--- config.mk ---
export PLATFORM = sky130hd
export DESIGN_NAME = outputChannel
export DESIGN_NICKNAME = d
export VERILOG_FILES = /design/src/hdl/nocLinkPkg.sv /design/src/hdl/outputChannel.sv
export VERILOG_INCLUDE_DIRS = /design/src /design/src/hdl
export SDC_FILE = /design/constraint.sdc
export NUM_CORES = 1
export LEC_CHECK = 0
export ABC_CLOCK_PERIOD_IN_PS = 2500
export BUFFER_PORTS_ARGS = -buffer_cell sky130_fd_sc_hd__buf_2
export CORE_MARGIN = 4
export CORE_UTILIZATION = 47
export CTS_BUF_LIST = sky130_fd_sc_hd__clkbuf_8
export CTS_CLUSTER_SIZE = 40
export DETAILED_ROUTE_END_ITERATION = 12
export PLACE_DENSITY_LB_ADDON = 0.08
export SYNTH_ARGS = -nofsm -noshare
export SYNTH_HDL_FRONTEND = slang
export SYNTH_SLANG_ARGS = --single-unit
--- constraint.sdc ---
create_clock -name clk -period 2.5 [get_ports clk]
set_clock_uncertainty 0.1 [all_clocks]
set_input_delay 0.125 -clock clk [delete_from_list [all_inputs] [get_ports clk]]
set_output_delay 0.125 -clock clk [all_outputs]
set_load 0.005 [all_outputs]
--- src/hdl/nocLink_params.svh ---
// Fixed-length packets only; FIFO_DEPTH must be a multiple of PKT_LEN and fit in CNT_W bits.
`ifndef NOCLINK_PARAMS_SVH
`define NOCLINK_PARAMS_SVH

// ============================================================
// Flit format
// ============================================================
`define FLIT_W 34
`define TYPE_MSB 33
`define TYPE_LSB 32

// ============================================================
// Virtual channels
// ============================================================
`define VC_N 2
`define VC_W 1

// ============================================================
// Buffering and packets
// ============================================================
`define FIFO_DEPTH 8
`define PKT_LEN 4
`define CNT_W 4

`endif

--- src/hdl/nocLinkPkg.sv ---
// Flit type encoding keeps NONE at zero so an idle, cleared link reads as no flit.
`default_nettype none

package nocLinkPkg;

        // Flit type in bits TYPE_MSB:TYPE_LSB of every flit.
        typedef enum logic [1:0] {
                NONE = 2'b00,
                HEAD = 2'b01,
                BODY = 2'b10,
                TAIL = 2'b11
        } flitType_e;

        // Injection arbiter.
        typedef enum logic {
                IDLE = 1'b0,
                SEND = 1'b1
        } arbState_e;

        // Packet ejector in the input buffer.
        typedef enum logic {
                EJ_IDLE = 1'b0,
                EJ_PKT  = 1'b1
        } ejState_e;

endpackage

`default_nettype wire

--- src/hdl/outputChannel.sv ---
// Credits track a downstream FIFO of `FIFO_DEPTH flits; an ack with no credit outstanding is dropped.
`timescale 1ns/1ps
`default_nettype none

`include "nocLink_params.svh"

module outputChannel (
        input  wire logic                  clk,
        input  wire logic                  rst,
        input  wire logic [`FLIT_W-1:0]    sendFlit,
        input  wire logic                  sendValid,
        input  wire logic [`VC_W-1:0]      sendVc,
        output logic      [`VC_N-1:0]      vcReady,
        output logic      [`VC_N-1:0]      vcLock,
        output logic      [`FLIT_W-1:0]    linkFlit,
        output logic                       linkValid,
        output logic      [`VC_W-1:0]      linkVc,
        input  wire logic [`VC_N-1:0]      linkAck,
        input  wire logic [`VC_N-1:0]      linkLock
);

        // ============================================================
        // Link register
        // ============================================================
        always_ff @(posedge clk) begin
                if (rst) begin
                        linkFlit  <= {nocLinkPkg::NONE, {(`FLIT_W - 2){1'b0}}};
                        linkValid <= 1'b0;
                        linkVc    <= '0;
                end else if (sendValid) begin
                        linkFlit  <= sendFlit;
                        linkValid <= 1'b1;
                        linkVc    <= sendVc;
                end else if (linkValid) begin
                        // Idle link reads as all zero.
                        linkFlit  <= {nocLinkPkg::NONE, {(`FLIT_W - 2){1'b0}}};
                        linkValid <= 1'b0;
                        linkVc    <= '0;
                end
        end

        // ============================================================
        // Per-VC credit and lock state
        // ============================================================
        for (genvar i = 0; i < `VC_N; i++) begin : gVc
                logic [`CNT_W-1:0] credit;
                logic              sent;
                logic              onLink;

                assign sent   = sendValid && (sendVc == `VC_W'(i));
                assign onLink = linkValid && (linkVc == `VC_W'(i));

                // Room for one whole packet.
                assign vcReady[i] = (`FIFO_DEPTH - int'(credit)) >= `PKT_LEN;

                always_ff @(posedge clk) begin
                        if (rst) begin
                                credit <= '0;
                        end else if (linkAck[i] && !sent && credit != '0) begin
                                credit <= credit - 1'b1;
                        end else if (!linkAck[i] && sent) begin
                                credit <= credit + 1'b1;
                        end
                end

                always_ff @(posedge clk) begin
                        if (rst) begin
                                vcLock[i] <= 1'b0;
                        end else if (sent || onLink) begin
                                vcLock[i] <= 1'b1;
                        end else if (vcLock[i] && !linkLock[i]) begin
                                vcLock[i] <= 1'b0;
                        end
                end
        end

endmodule

`default_nettype wire

# [Word level (Yosys, flattened, before mapping)]
# Index checks and enable logic that the tools add are counted.
[totals] regBits=46 inputBits=42 wordCells=57 output_inout_bits=40
[classes] reduce_logical=27 mux=13 order_cmp=2 n_addsub=6 n_bitwise=2
[op_table] cell="34-bit two-way mux" count=2
[op_table] cell="4-bit two-way mux" count=4
[op_table] cell="1-bit logical AND" count=12
[op_table] cell="5-bit by 4-bit >= comparator with 1-bit output, second input constant" count=2
[op_table] cell="2-bit nonzero test" count=5
[op_table] cell="4-bit by 4-bit subtractor with 5-bit output, first input constant" count=2
[op_table] cell="4-bit by 1-bit adder with 4-bit output, second input constant" count=2
[op_table] cell="4-bit nonzero test" count=2
[op_table] cell="4-bit by 1-bit subtractor with 4-bit output, second input constant" count=2
[op_table] cell="1-bit two-way mux" count=7
[op_table] cell="1-bit logical NOT" count=6
[op_table] cell="1-bit logical OR" count=2
[op_table] cell="1-bit inverter" count=2

# [Depth between registers and ports, before layout]
[logic_depth] word_depth=6 ltp_mapped=10 mapped_depth_nobuf=9

# [Least setup slack after synthesis]
# No wires, ideal clock.
[synth_timing] kind="reg-to-reg" startpoint="register gVc[1].credit[0]" endpoint="register gVc[1].credit[2]" t_required_ns=2.272 period_less_slack_ns=1.889 setup_ns=0.128 path_stages_with_launch=8 setup_slack_ns=0.611 path_buffers=0 arrival_time_ns=1.661 path_cell_list="dfxtp_1 > nor3_1 > nor2_1 > mux2_2 > ha_1 > o41ai_2 > xnor2_1 > nor2_1"
[synth_via] elab_chain_cells=3 word_cells_on_any_way=7 classes_between="2 x add/sub; 2 x mux; 3 x reduce/logical"
[synth_rtl] element="start: declaration" line="outputChannel.sv:46" rtl="logic [`CNT_W-1:0] credit;"
[synth_rtl] element="start signal: assignment" line="outputChannel.sv:60" rtl="credit <= credit - 1'b1;"
[synth_rtl] element="start signal: assignment" line="outputChannel.sv:62" rtl="credit <= credit + 1'b1;"
[synth_rtl] element="4-bit by 1-bit adder with 4-bit output or 4-bit nonzero test (tied branches)" line="outputChannel.sv:62, outputChannel.sv:59"
[synth_rtl] element="4-bit two-way mux or 1-bit logical AND (tied branches)" line="outputChannel.sv:61, outputChannel.sv:59"
[synth_rtl] element="4-bit two-way mux or 2-bit nonzero test (tied branches)"
# Several ways; a longest one is shown, not always the timed one. The select of a mux whose other input is x is not followed.
# A chain may end at the register's enable or synchronous reset.

# [Worst setup path after layout]
# Same ends and word-level chain as after synthesis.

==> impl_results.md <==
- Status: complete, no violations
- Cell types with the highest counts after synthesis: dfxtp_1 (46), a22o_1 (34), nor2_1 (8)
- Combinational group share of total power: 15.6%
- H-tree levels: 2
- Die Outline Area: around 4800 um^2
- Maximum number of pins on one net before global-route repair: 35
- CP cell instances: nor3_1 -> nor2_1 -> mux2_2 -> ha_1 -> o41ai_2 -> xnor2_1 -> nor2_1
- Crit Path Max Fanout: 7
- Required time worst endpoint: 2.58 ns
- Int Power: 1.22 mW
- IO Count: 82
- Detailed-route wire length: 5150 um
- Clock Tree Root: clkbuf_8
- Fraction of layout cells with a size suffix above 1: approximately 36%
- Cell leakage power: about 1.2 nW
- DRC viols: 0
- Setup repair after global routing missed its margin: no
- Cell count after synthesis: about 170
- Detailed Routing Iterations Pass 1: 4
- Hold buffer count at cts: 35
- Antenna violations before repair: 1
- Cells resized by post-CTS repair: 0
- Dominant register cell in the synthesized netlist: dfxtp_1
- Signal arrival time at the worst endpoint: 2.11 ns
- Number of buffers on the longest clock path: 2
- Layout Nets: 323
- Category of the critical setup timing path: flip-flop to flip-flop
- Vias after detailed routing: 1779
- Biggest area contributors in the synthesized netlist: dfxtp_1 (53%), a22o_1 (17%), a21oi_1 (1.7%)
- Clock buffers created by TritonCTS: 5
- Area share of the largest cell type after synthesis: 52.6%
- Fraction of power consumed by sequential logic: 50.2%
- Layout area overhead: 51.3%
- Post-route fraction of the period consumed by the critical path: slightly above 80%
- TritonCTS Sinks: 46
- Die width: roughly 69 um
- Standard cell with the maximum stage delay on the critical path: dfxtp_1
- Post-route design area: approximately 2700 um^2
- HPWL after DPL: 3230 um
- Final critical path time including I/O delays and setup: 2.03 ns
- Most numerous cell on the critical path: nor2_1
- DRC marker count from the first detailed-route iteration: between 150 and 200
- Overall global routing resource usage: ~22%
- Worst vdd rail ir drop: 0.000394 V
- Number of hold violations in the final report: 0
- Power Total: 1.61 mW
- Multi-input gate area in the final layout: between 700 and 800 um^2
- Total of endpoints with negative setup slack in the final report: 0
- Critical Path Source Type: flip-flop
- Sw Pwr: 0.397 mW
- Clock Power Share: about a third
- Kind of end point of the critical path: flip-flop
- Area of the mapped netlist: about 1800 um^2
- Synthesized netlist net count: 210
- Power density over cell area: 609 nW/um^2
- Clock tree from TritonCTS: done
- FFs w/ async S/R, synth: 0%
- Slew @ Worst Pin: 0.345 ns
- Worst rel slew slack: 77.0%
- Number of pins exceeding their max-slew limit in the final report: 0
- GR Overflow Total: 0
- Most repeated cell in the gate-level netlist after synthesis: dfxtp_1
- Clock Pin Slew Worst Setup and Hold Paths: 0.09 ns
- Achievable clock frequency: 493 MHz
- Sequential fraction of the synthesis area: a little over half
- Worst hold slack across all endpoints: 0.0340 ns
- Synth warn: 0
- Number of post-CTS setup repair buffers: 0
- Placed inst area: 2180 um^2
- Cell taking the most area after synthesis: dfxtp_1
- Wire length of the first global-routing pass: around 9000 um
- Std cell rows: 21
- Number of unique standard cell types used by synthesis: 39
- Routability cong.: ~0.77
- Reg area: 921 um^2
- Initial standard-cell utilization of the core: between 50% and 60%
- Path type of the worst min-delay path: input port to flip-flop
- Flop and latch count out of synthesis: 46
- Antenna Violating Nets Remaining: 0
- Fillers: 244
- WL/cell: 15.7 um
- Vert. Die Dim: 69.1 um
- Switching portion of total power: 24.6%
- Avg Inst Size Synth: 10.6 um^2
- I/O Buffers: a little over 80
- Placeable Area: 3470 um^2
- TNS Setup: 0 ns
- Max capacitance violation total: 0
- Slowest stage delay, CP: 0.38 ns
- Count of flip-flops with a built-in enable after synthesis: 0
- Routed vias/inst: between 5 and 6
- Clock insertion delay at the later pin of the skew report: 0.29 ns
- Via count of the first global-routing pass: 1854
power groups by stage:
stage,clock (mW),sequential (mW),combinational (mW)
after floorplan,0,0.820,0.116
after global placement,0,0.822,0.196
after detailed placement,0,0.824,0.206
after CTS,0.561,0.809,0.248
after global routing,0.601,0.816,0.276
final,0.553,0.810,0.252
metrics by stage:
stage | instances | setup WS, ns | utilization [%]
after global routing | 327 | 0.263 | 76.4
after global placement | 283 | 0.555 | 63.0
after floorplan | 166 | 0.611 | -
after CTS | 326 | 0.443 | 76.3
final | 327 | 0.472 | 76.4
after detailed placement | 283 | 0.454 | 63.0
kinds of logic after synthesis:
| family | synth area share [%] |
|---|---|
| xor+xnor | 0.500 |
| fa+ha+maj | 1.43 |
| buf+inv | 3.71 |
| flops | 52.6 |
| compound gates | 28.1 |
| mux | 0.643 |
| simple gates | 13.0 |
placed cells by master (no fill, tap or decap), types with 2 or more instances in the layout:
cell type      instances
a21o_1                 2
a21oi_1                6
a22o_1                34
a22oi_1                2
a31oi_1                2
buf_2                 81
buf_4                  3
clkbuf_8               5
dfxtp_1               46
dlygate4sd3_1         35
ha_1                   2
nand2_1                7
nand3_1                5
nand4_1                2
nor2_1                 8
nor3_1                 5
o211ai_1               2
o21a_1                 3
o21ai_0                2
or3_1                  4
critical path, delay by kind of cell (launching register included):
family                   cells  cell delay, ns
AND/OR/NAND/NOR              3            0.45
flip-flops                   1            0.38
AO/OA/AOI/OAI                1            0.34
multiplexers                 1            0.28
adder cells (fa/ha/maj)      1            0.21
XOR/XNOR                     1            0.16
state kept, by name, indices dropped and copies added (netlist names):
register,flops
linkFlit,34
vcLock,2
linkValid,1
linkVc,1
gVc.credit,8
layer usage:
metal  GRT usage, %  routed length (um)  vias to the layer above
met2           38.5                2590                       81
met1           25.6                2060                      827
li1               -                   -                      858
met5              0                   0                        -
met3           7.56                 391                       13
met4           6.72                 103                        0
final timing paths:
path,start,endpoint,slack [ns],depth (start not counted)
setup / recovery,gVc[1].credit[0]$_SDFFE_PP0P_,gVc[1].credit[2]$_SDFFE_PP0P_,0.47,7
hold / removal,linkLock[1],vcLock[1]$_SDFFE_PP0P_,0.03,3
setup reg to reg,gVc[1].credit[0]$_SDFFE_PP0P_,gVc[1].credit[2]$_SDFFE_PP0P_,0.47,7
hold reg to reg,linkFlit[26]$_SDFFE_PP0P_,linkFlit[26]$_SDFFE_PP0P_,0.38,1
layout make-up:
| cell class | instances | share of cell area (%) |
|---|---|---|
| sequential | 46 | 34.7 |
| clock inverter | 3 | 1.65 |
| tap | 46 | 2.17 |
| antenna | 1 | 0.0944 |
| clock buffer | 5 | 2.60 |
| multi-input combinational | 106 | 29.2 |
| timing repair buffer | 119 | 29.4 |
| inverter | 1 | 0.142 |
Power figures use the tool's default switching activity.
